$ cat src/rtl/hisPkg.sv
package hisPkg;

    // raw pixel sample width
    localparam int PixelWidth = 10;
    // bin counters and sample count, saturating at all ones
    localparam int CountWidth = 16;
    // wishbone data bus width
    localparam int DataWidth = 32;

    // one beat of the pixel stream
    typedef struct packed {
        logic                  valid;
        logic [PixelWidth-1:0] value;
    } sample_t;

    // range result of the running acquisition
    typedef struct packed {
        logic [PixelWidth-1:0] minValue;
        logic [PixelWidth-1:0] maxValue;
        logic [CountWidth-1:0] sampleCount;
    } rangeStats_t;

    typedef enum logic {
        acqIdle = 1'b0,
        acqRun  = 1'b1
    } acqState_t;

    // opcodes written to the control register
    typedef enum logic [1:0] {
        cmdNop   = 2'd0,
        cmdStart = 2'd1,
        cmdStop  = 2'd2,
        cmdClear = 2'd3
    } acqCmd_t;

    // word addresses of the register map, bin k sits at regBinBase + k
    typedef enum logic [7:0] {
        regCtrl    = 8'd0,
        regStatus  = 8'd1,
        regMin     = 8'd2,
        regMax     = 8'd3,
        regCount   = 8'd4,
        regBinBase = 8'd16
    } regAddr_t;

endpackage

$ cat src/rtl/hisBinCounter.sv
`timescale 1ns/1ns

module hisBinCounter import hisPkg::*; #(
    parameter int numBinBits = 3
) (
    input  logic    clk,
    input  logic    arstN,
    input  logic    countEnable,
    input  logic    clearStats,
    input  sample_t sampleIn,
    output logic [2**numBinBits-1:0][CountWidth-1:0] binCounts
);

    localparam int numBins = 2**numBinBits;

    logic                  sampleAccept;
    logic [numBinBits-1:0] binIdx;
    logic [numBins-1:0]    binHit;
    logic [numBins-1:0]    binFull;

    // samples only count while an acquisition runs
    assign sampleAccept = countEnable & sampleIn.valid;

    // equal width bins, so the bin is just the msbs of the value
    assign binIdx = sampleIn.value[PixelWidth-1 -: numBinBits];

    always_comb begin
        for (int k = 0; k < numBins; k++) begin
            binHit[k]  = sampleAccept && (binIdx == numBinBits'(k));
            binFull[k] = &binCounts[k];
        end
    end

    always_ff @(posedge clk or negedge arstN) begin
        if (!arstN) begin
            binCounts <= '0;
        end else if (clearStats) begin
            // a sample on the clear edge is dropped
            binCounts <= '0;
        end else begin
            for (int k = 0; k < numBins; k++) begin
                // hold at all ones once the counter is full
                if (binHit[k] && !binFull[k]) begin
                    binCounts[k] <= binCounts[k] + 1'b1;
                end
            end
        end
    end

endmodule

$ cat src/rtl/hisRangeTracker.sv
`timescale 1ns/1ns

module hisRangeTracker import hisPkg::*; (
    input  logic        clk,
    input  logic        arstN,
    input  logic        countEnable,
    input  logic        clearStats,
    input  sample_t     sampleIn,
    output rangeStats_t rangeStats
);

    logic sampleAccept;
    logic newMin;
    logic newMax;
    logic countFull;

    assign sampleAccept = countEnable & sampleIn.valid;

    // compare against the stored extremes, min starts at all ones
    assign newMin    = sampleIn.value < rangeStats.minValue;
    assign newMax    = sampleIn.value > rangeStats.maxValue;
    assign countFull = &rangeStats.sampleCount;

    always_ff @(posedge clk or negedge arstN) begin
        if (!arstN) begin
            rangeStats.minValue    <= '1;
            rangeStats.maxValue    <= '0;
            rangeStats.sampleCount <= '0;
        end else if (clearStats) begin
            rangeStats.minValue    <= '1;
            rangeStats.maxValue    <= '0;
            rangeStats.sampleCount <= '0;
        end else if (sampleAccept) begin
            if (newMin) begin
                rangeStats.minValue <= sampleIn.value;
            end
            if (newMax) begin
                rangeStats.maxValue <= sampleIn.value;
            end
            // saturating sample count
            if (!countFull) begin
                rangeStats.sampleCount <= rangeStats.sampleCount + 1'b1;
            end
        end
    end

endmodule

$ cat src/rtl/hisReadout.sv
`timescale 1ns/1ns

module hisReadout import hisPkg::*; #(
    parameter int numBinBits = 3
) (
    input  logic                 clk,
    input  logic                 arstN,
    input  logic                 wbCyc,
    input  logic                 wbStb,
    input  logic                 wbWe,
    input  logic [7:0]           wbAdr,
    input  logic [DataWidth-1:0] wbDatW,
    input  logic [2**numBinBits-1:0][CountWidth-1:0] binCounts,
    input  rangeStats_t          rangeStats,
    output logic [DataWidth-1:0] wbDatR,
    output logic                 wbAck,
    output logic                 countEnable,
    output logic                 clearStats
);

    localparam int numBins = 2**numBinBits;

    acqState_t            acqState;
    acqCmd_t              ctrlCmd;
    logic                 busAccess;
    logic                 ctrlWrite;
    logic                 cmdValid;
    logic [7:0]           binOffset;
    logic                 binInRange;
    logic [DataWidth-1:0] readData;

    // one access per request, ack drops again after a single cycle
    assign busAccess = wbCyc & wbStb & ~wbAck;
    assign ctrlWrite = busAccess & wbWe & (wbAdr == regCtrl);

    // opcodes above cmdClear are not commands at all
    assign ctrlCmd  = acqCmd_t'(wbDatW[1:0]);
    assign cmdValid = (wbDatW[DataWidth-1:2] == '0);

    // clear lands on the same edge as the ack
    assign clearStats  = ctrlWrite & cmdValid & (ctrlCmd == cmdClear);
    assign countEnable = (acqState == acqRun);

    always_ff @(posedge clk or negedge arstN) begin
        if (!arstN) begin
            wbAck    <= 1'b0;
            acqState <= acqIdle;
        end else begin
            wbAck <= busAccess;
            if (ctrlWrite && cmdValid) begin
                case (ctrlCmd)
                    cmdStart: acqState <= acqRun;
                    cmdStop:  acqState <= acqIdle;
                    default:  acqState <= acqState;
                endcase
            end
        end
    end

    // bin window starts at regBinBase
    assign binOffset  = wbAdr - regBinBase;
    assign binInRange = (wbAdr >= regBinBase) && (int'(binOffset) < numBins);

    always_comb begin
        readData = '0;
        case (wbAdr)
            regStatus: readData[0] = (acqState == acqRun);
            regMin:    readData = DataWidth'(rangeStats.minValue);
            regMax:    readData = DataWidth'(rangeStats.maxValue);
            regCount:  readData = DataWidth'(rangeStats.sampleCount);
            default: begin
                // regCtrl and holes in the map stay zero
                if (binInRange) begin
                    readData = DataWidth'(binCounts[binOffset[numBinBits-1:0]]);
                end
            end
        endcase
    end

    // read data is captured together with the ack
    always_ff @(posedge clk) begin
        if (busAccess && !wbWe) begin
            wbDatR <= readData;
        end
    end

endmodule

$ cat src/rtl/hisBuilderTop.sv
`timescale 1ns/1ns

module hisBuilderTop import hisPkg::*; #(
    parameter int numBinBits = 3
) (
    input  logic                 clk,
    input  logic                 arstN,
    input  sample_t              sampleIn,
    input  logic                 wbCyc,
    input  logic                 wbStb,
    input  logic                 wbWe,
    input  logic [7:0]           wbAdr,
    input  logic [DataWidth-1:0] wbDatW,
    output logic [DataWidth-1:0] wbDatR,
    output logic                 wbAck
);

    logic                                     countEnable;
    logic                                     clearStats;
    logic [2**numBinBits-1:0][CountWidth-1:0] binCounts;
    rangeStats_t                              rangeStats;

    // both blocks see every beat and gate it themselves
    hisBinCounter #(
        .numBinBits (numBinBits)
    ) i_hisBinCounter (
        .clk         (clk),
        .arstN       (arstN),
        .countEnable (countEnable),
        .clearStats  (clearStats),
        .sampleIn    (sampleIn),
        .binCounts   (binCounts)
    );

    hisRangeTracker i_hisRangeTracker (
        .clk         (clk),
        .arstN       (arstN),
        .countEnable (countEnable),
        .clearStats  (clearStats),
        .sampleIn    (sampleIn),
        .rangeStats  (rangeStats)
    );

    // host side, run control and register map
    hisReadout #(
        .numBinBits (numBinBits)
    ) i_hisReadout (
        .clk         (clk),
        .arstN       (arstN),
        .wbCyc       (wbCyc),
        .wbStb       (wbStb),
        .wbWe        (wbWe),
        .wbAdr       (wbAdr),
        .wbDatW      (wbDatW),
        .binCounts   (binCounts),
        .rangeStats  (rangeStats),
        .wbDatR      (wbDatR),
        .wbAck       (wbAck),
        .countEnable (countEnable),
        .clearStats  (clearStats)
    );

endmodule

$ cat config.mk
export PLATFORM = sky130hd
export DESIGN_NAME = hisBuilderTop
export DESIGN_NICKNAME = d
export VERILOG_FILES = /design/src/rtl/hisPkg.sv /design/src/rtl/hisBinCounter.sv /design/src/rtl/hisRangeTracker.sv /design/src/rtl/hisReadout.sv /design/src/rtl/hisBuilderTop.sv
export SDC_FILE = /design/constraint.sdc
export NUM_CORES = 1
export LEC_CHECK = 0
export ABC_AREA = 0
export BUFFER_PORTS_ARGS = -buffer_cell sky130_fd_sc_hd__buf_4
export CELL_PAD_IN_SITES_DETAIL_PLACEMENT = 2
export CELL_PAD_IN_SITES_GLOBAL_PLACEMENT = 2
export CORE_UTILIZATION = 33
export CTS_BUF_LIST = sky130_fd_sc_hd__clkbuf_2 sky130_fd_sc_hd__clkbuf_4 sky130_fd_sc_hd__clkbuf_8
export DETAILED_ROUTE_END_ITERATION = 8
export GPL_TIMING_DRIVEN = 0
export PLACE_DENSITY = 0.79
export SLEW_MARGIN = 20
export SYNTH_ARGS = -nofsm -noshare
export SYNTH_HDL_FRONTEND = slang
export SYNTH_HIERARCHICAL = 1
export SYNTH_SLANG_ARGS = --single-unit
$ cat constraint.sdc
create_clock -name clk -period 2.89 [get_ports clk]
set_input_delay 0.1445 -clock clk [delete_from_list [all_inputs] [get_ports clk]]
set_output_delay 0.1445 -clock clk [all_outputs]
set_load 0.01 [all_outputs]
* Yosys cells after proc, flatten, opt, wreduce, memory -nomap -nowiden
Cells that the tools add are included.
** Word-level totals
- Bits in registers :: 198
- Output and inout bits :: 33
- Word-level logic and storage cells :: 128
- Input port bits :: 56
** Cells by class
- Magnitude comparators :: 5
- Bitwise operators :: 8
- Muxes and demuxes :: 20
- Add/subtract/negate cells :: 10
- Equal/unequal tests :: 15
- Reductions and logical operators :: 56
** Operator list (count)
- $mux 16 :: 11
- $add 16x1->16 const B :: 9
- $reduce_and 16->1 :: 9
- $mux 128 :: 1
- $mux 36 :: 2
- $pmux 15 s4 :: 1
- $bmux 16 s3 :: 1
- $logic_not 30->1 :: 1
- $reduce_bool 2->1 :: 12
- $mux 10 :: 2
- $logic_and 1x1->1 :: 19
- $eq 8x2->1 const B :: 2
- $eq 3x3->1 const B :: 4
- $gt 10x10->1 :: 1
- $lt 10x10->1 :: 1
- $logic_not 1->1 :: 9
- $eq 8x1->1 const B :: 1
- $eq 8x3->1 const B :: 1
- $ge 8x5->1 const B :: 1
- $logic_not 8->1 :: 1
- $lt 8x4->1 const B :: 1
- $reduce_and 2->1 :: 4
- $sub 8x5->8 const B :: 1
- $and 1x1->1 :: 7
- other kinds (10) :: 12

* Longest topological paths before layout
- Depth after elaboration :: 8
- Gate-level depth with buffers :: 12
- Gate-level depth less buffers :: 9

* Modules after synthesis
The synthesis kept the hierarchy.
** By module, submodules not included
- hisBinCounter :: seq. area each 3203.1 µm², area an instance 6922.9 µm², times used 1, cells each 745
- hisRangeTracker :: seq. area each 913.4 µm², area an instance 2270.9 µm², times used 1, cells each 241
- hisReadout :: seq. area each 530.5 µm², area an instance 2203.4 µm², times used 1, cells each 167

* Worst setup path before layout
OpenSTA, ideal clock, no wires.
- Path type :: in2reg
- Start point :: input wbAdr[0]
- End point :: register i_hisRangeTracker/rangeStats[7] (netlist name)
- Slack :: 390 ps
- Data required time :: 2758 ps
- Library setup time :: 132 ps
- Cell stages on the path :: 11
- Path buffers :: 3
- Arrival time :: 2368 ps
- Cells stage by stage :: buf_6 buf_12 or4_4 nor3_2 and4_1 buf_4 a21oi_1 nor3_1 o2111ai_1 xor2_1 nor2_1
** On the way
- Cells in the longest elaborated chain, start to end :: 6
- Elaborated cells on any way between the ends :: 8
- Those cells by class :: 1 x eq/ne; 1 x mux; 3 x bitwise; 3 x reduce/logical
** Ends and longest elaborated chain
- start: declaration :: RTL line hisBuilderTop.sv:12 : input logic [7:0] wbAdr,
- $logic_not 8->1 (*) :: RTL line hisReadout.sv:34 : assign ctrlWrite = busAccess & wbWe & (wbAdr == regCtrl);
- $and 1x1->1 (*) :: RTL line hisReadout.sv:34
- $and 1x1->1 (*) (2 in a row) :: RTL line hisReadout.sv:41 : assign clearStats = ctrlWrite & cmdValid & (ctrlCmd == cmdClear);
- net clearStats :: RTL line hisBuilderTop.sv:19 : logic clearStats;
- $ne 2x2->1 (no source line) or $reduce_bool 2->1 (tied branches)
- $reduce_and 2->1 (no source line)
Mark *: on every way through the listed nets, which the timed path passes. The rest lies on a longest branch.
A chain may end at the register's enable or synchronous reset.

* Worst setup path in the final report
- Start point :: register i_hisReadout.wbAck
- End point :: register i_hisBinCounter/binCounts[92] (netlist bit)
** On the way
- Cells in the longest elaborated chain, start to end :: 7
- Elaborated cells on any way between the ends :: 8
- Those cells by class :: 1 x mux; 6 x bitwise; 1 x reduce/logical
** Ends and longest elaborated chain
- start: declaration :: RTL line hisReadout.sv:16 : output logic wbAck,
- start signal: assignment :: RTL line hisReadout.sv:49 : wbAck <= busAccess;
- $not 1->1 (*) :: RTL line hisReadout.sv:33 : assign busAccess = wbCyc & wbStb & ~wbAck;
- $and 1x1->1 (*) :: RTL line hisReadout.sv:33
- net i_hisReadout.busAccess :: RTL line hisReadout.sv:25 : logic busAccess;
- $and 1x1->1 (*) (2 in a row) :: RTL line hisReadout.sv:34
- $and 1x1->1 (*) (2 in a row) :: RTL line hisReadout.sv:41
- net clearStats :: RTL line hisBuilderTop.sv:19
- $mux 128 or $reduce_bool 2->1 (tied branches)
- end signal: indexed assignment :: RTL line hisBinCounter.sv:44 : binCounts[k] <= binCounts[k] + 1'b1;
- end: declaration :: RTL line hisBinCounter.sv:11 : output logic [2**numBinBits-1:0][CountWidth-1:0] binCounts
Marks and branches as above.

==> flow_metrics.py <==
metrics = {
    "drt": {
        "drt_pass1_iterations": 5,
        "vias_per_cell": 5.724,
        "drt_iter0_drc": 608,
        "drc": 0,
        "detail-route-antenna-nets": 0,
        "wl_per_cell_um": 23.10,
        "wl_um": 40090,
        "vias": 9932,
    },
    "run": {
        "drv_cap": 0,
    },
    "layout": {
        "finalCoreUtilization_pct": 38.84,
        "final_common_cell": "dfrtp_1",
        "drive_gt1_share_pct": 16.01,
        "antenna_cells": 0,
        "final_area_um2": 13120,
        "final_nets": 1360,
        "area_delta_synth_final_pct": 15.14,
        "final_cell_mix": "dfrtp_1, nor2_1, buf_4",
    },
    "critical_path": {
        "worstSetupPathType": "reg2reg",
        "rr_startpoint": "i_hisReadout/wbAck",
        "timing.rr.end": "i_hisBinCounter/binCounts[92]",
        "worstPathRequired_ns": 3.22,
        "crit_arrival_ns": 3.01,
        "endpoint_kind": "flip-flop",
        "rrSetupSlack_ns": 0.21,
        "reg2reg_depth": 6,
        "critPathMaxFanout": 10,
        "start_kind": "flip-flop",
    },
    "die": {
        "start_util_pct": 33.74,
        "coreArea_um2": 33780,
        "io-pin-count": 89,
        "die_area_um2": 35280,
        "die_h_um": 187.8,
        "num_rows": 67,
        "die_x_um": 187.8,
    },
    "power_and_ir_drop": {
        "powerDensity_nw_per_um2": 534.5,
        "peakVddDrop_mv": 0.2509,
        "pwr-share-comb_pct": 24.9,
        "switching_power_uw": 2495,
        "total_power_uw": 7014,
        "intPower_uw": 4519,
        "cellLeakagePower_uw": 0.005381,
        "clkPwrFrac_pct": 24.9,
        "swShare_pct": 35.58,
        "seqPwrFrac_pct": 50.2,
    },
    "min_path": {
        "worst_hold_path.endpoint": "i_hisRangeTracker/rangeStats[2]",
        "worstHoldStart": "sampleIn[10]",
        "hold_depth": 5,
        "worstHoldPathType": "in2reg",
    },
    "clock_tree": {
        "clockBufferDepth": 2,
        "clock_sinks": 182,
        "h-tree-depth": 4,
        "clk_pin_slew_worst_paths_ns": 0.10,
        "clk_latency_ns": 0.50,
        "cts_root_buf": "clkbuf_8",
        "post_cts_buffers": 0,
        "cts_buffers": 17,
        "cts_tree": "yes",
    },
    "synthesis": {
        "yosys_warnings": 6,
        "async_reset_ff_share_pct": 91.21,
        "synthFlopType": "dfrtp_1",
        "synth_edf_count": 16,
        "syn-cell-area_um2": 11400,
        "syn-mean-instance-area_um2": 9.885,
        "ys_ff_latch": 182,
        "syn_inst": 1153,
        "ys_types": 76,
        "yosysSeqAreaShare_pct": 40.77,
    },
    "global_route": {
        "gr-total-overflow": 0,
        "grt_pass1_wl_um": 63130,
        "antenna_found_initial": 0,
        "use_met2_pct": 38.87,
        "grt_use_met1_pct": 30.08,
        "grt_pass1_vias": 10800,
        "met3_usage_pct": 4.080,
        "grt_max_degree": 86,
        "grtUsageTotal_pct": 23.22,
        "busiest_layer": "met2",
    },
    "timing": {
        "slew_violations": 0,
        "fin_skew_ns": 0.02061,
        "rsz0062_at_grt": "no",
        "tightestPinTransition_ns": 1.023,
        "finalSetupViolations": 0,
        "period_minus_slack_ns": 2.684,
        "finalHoldViolations": 0,
        "period_share_pct": 92.88,
        "slew_headroom_pct": 31.16,
        "fmax_ghz": 0.3725,
    },
    "placed_design": {
        "port_buffers": 69,
        "dpl.hpwl_um": 30310,
        "dpl_cell_area_um2": 12580,
        "gp_congestion": 0.8593,
    },
    "outcome": {
        "outcome": "finished, final reports clean",
    },
}
==> flip-flops by register name, indices dropped and copies added, names as in the netlist <==
name / flops
i_hisReadout/wbAck: 1
i_hisRangeTracker/rangeStats: 36
i_hisBinCounter/binCounts: 128
i_hisReadout/countEnable: 1
i_hisReadout/wbDatR: 16
==> Yosys cell counts, types with 14 or more instances <==
master	number	share of area, %
a21oi_1	31	1.4
nor2_1	152	5.0
mux2i_1	35	3.1
nand3_1	43	1.9
nand4_1	47	2.6
clkbuf_1	29	0.96
and4_1	15	1.2
and3_1	20	1.1
o21ai_0	21	0.92
edfxtp_1	16	4.2
o211ai_1	24	1.6
ha_1	30	3.3
nand2_1	85	2.8
nor3_1	52	2.3
a211oi_1	14	0.92
xnor2_1	75	5.8
buf_4	18	1.2
xor2_1	28	2.2
dfrtp_1	156	34
nor4_1	26	1.4
mux4_2	24	4.7
inv_1	35	1.2
==> through the flow <==
stage               setup slack (ns)  TNS, ns  std cells  hold WS (ns)
floorplan                     0.3898        0       1168       -0.1511
global placement             -0.1644   -2.055       1685        0.4429
detailed placement           -0.2333   -2.128       1687        0.1987
CTS                          0.04645        0       1735        0.1359
global route                 0.01616        0       1735        0.1836
finish                        0.2056        0       1735        0.1931
==> how the worst max path moves through the flow <==
stage	from	endpoint	slack (ns)	cells past startpoint
2_1_floorplan	wbAdr[0]	i_hisRangeTracker/rangeStats[7]	0.39	11
3_3_place_gp	wbAdr[0]	i_hisRangeTracker/rangeStats[5]	-0.16	11
3_5_place_dp	wbAdr[3]	i_hisRangeTracker/rangeStats[5]	-0.23	11
4_1_cts	i_hisReadout/wbAck	i_hisRangeTracker/rangeStats[5]	0.05	9
5_1_grt	wbAdr[3]	i_hisBinCounter/binCounts[92]	0.02	8
6_report	i_hisReadout/wbAck	i_hisBinCounter/binCounts[92]	0.21	6
==> layer usage <==
layer	up-vias	wire [µm]
li1	4468	-
met1	5174	17680
met2	238	19450
met3	52	1814
met4	0	1139
met5	-	0
==> power groups by stage <==
stage          registers [µW]  logic (µW)  clock network (µW)
6_report                 3520        1750                1750
5_1_grt                  3580        1940                1890
4_1_cts                  3520        1760                1810
3_5_place_dp             3560        1740                   0
3_3_place_gp             3530        1620                   0
2_1_floorplan            3340        1200                   0
==> cell type report <==
cell class / instances / area [µm²]
well taps: 448 / 560.5
repair buffers: 87 / 724.4
multi-input cells: 885 / 6297
clock buffers: 19 / 255.2
plain buffers: 66 / 385.4
flip-flops and latches: 182 / 4647
clock inverters: 13 / 121.4
inverters: 35 / 131.4
fillers: 3718 / 20660
==> cell families (layout without fill, tap and decap cells) <==
| group | count (synthesis) | after routing | synth area share, % |
|---|---|---|---|
| compound gates | 151 | 151 | 9.727 |
| xor+xnor | 103 | 103 | 7.915 |
| fa+ha+maj | 30 | 30 | 3.293 |
| buf+inv | 101 | 220 | 4.534 |
| flops | 182 | 182 | 40.77 |
| mux | 76 | 76 | 10.55 |
| other cells | 1 | 16 | 0.03290 |
| simple gates | 509 | 509 | 23.18 |
==> worst max-delay path: stages, from the launching register on <==
cell and delay [ns]:
dfrtp_1 0.40, and3b_1 0.24, and4_1 0.24, and4_1 0.32, clkbuf_1 0.47, clkbuf_1 0.70, nor3_1 0.14
==> timing repair <==
item,4_1_cts,5_1_grt
endpoints found under the setup margin,0,6
resized for setup,0,1
endpoints found under the hold margin,99,0
hold buffers,16,0
Note: power is estimated with default switching activity, not from simulation.
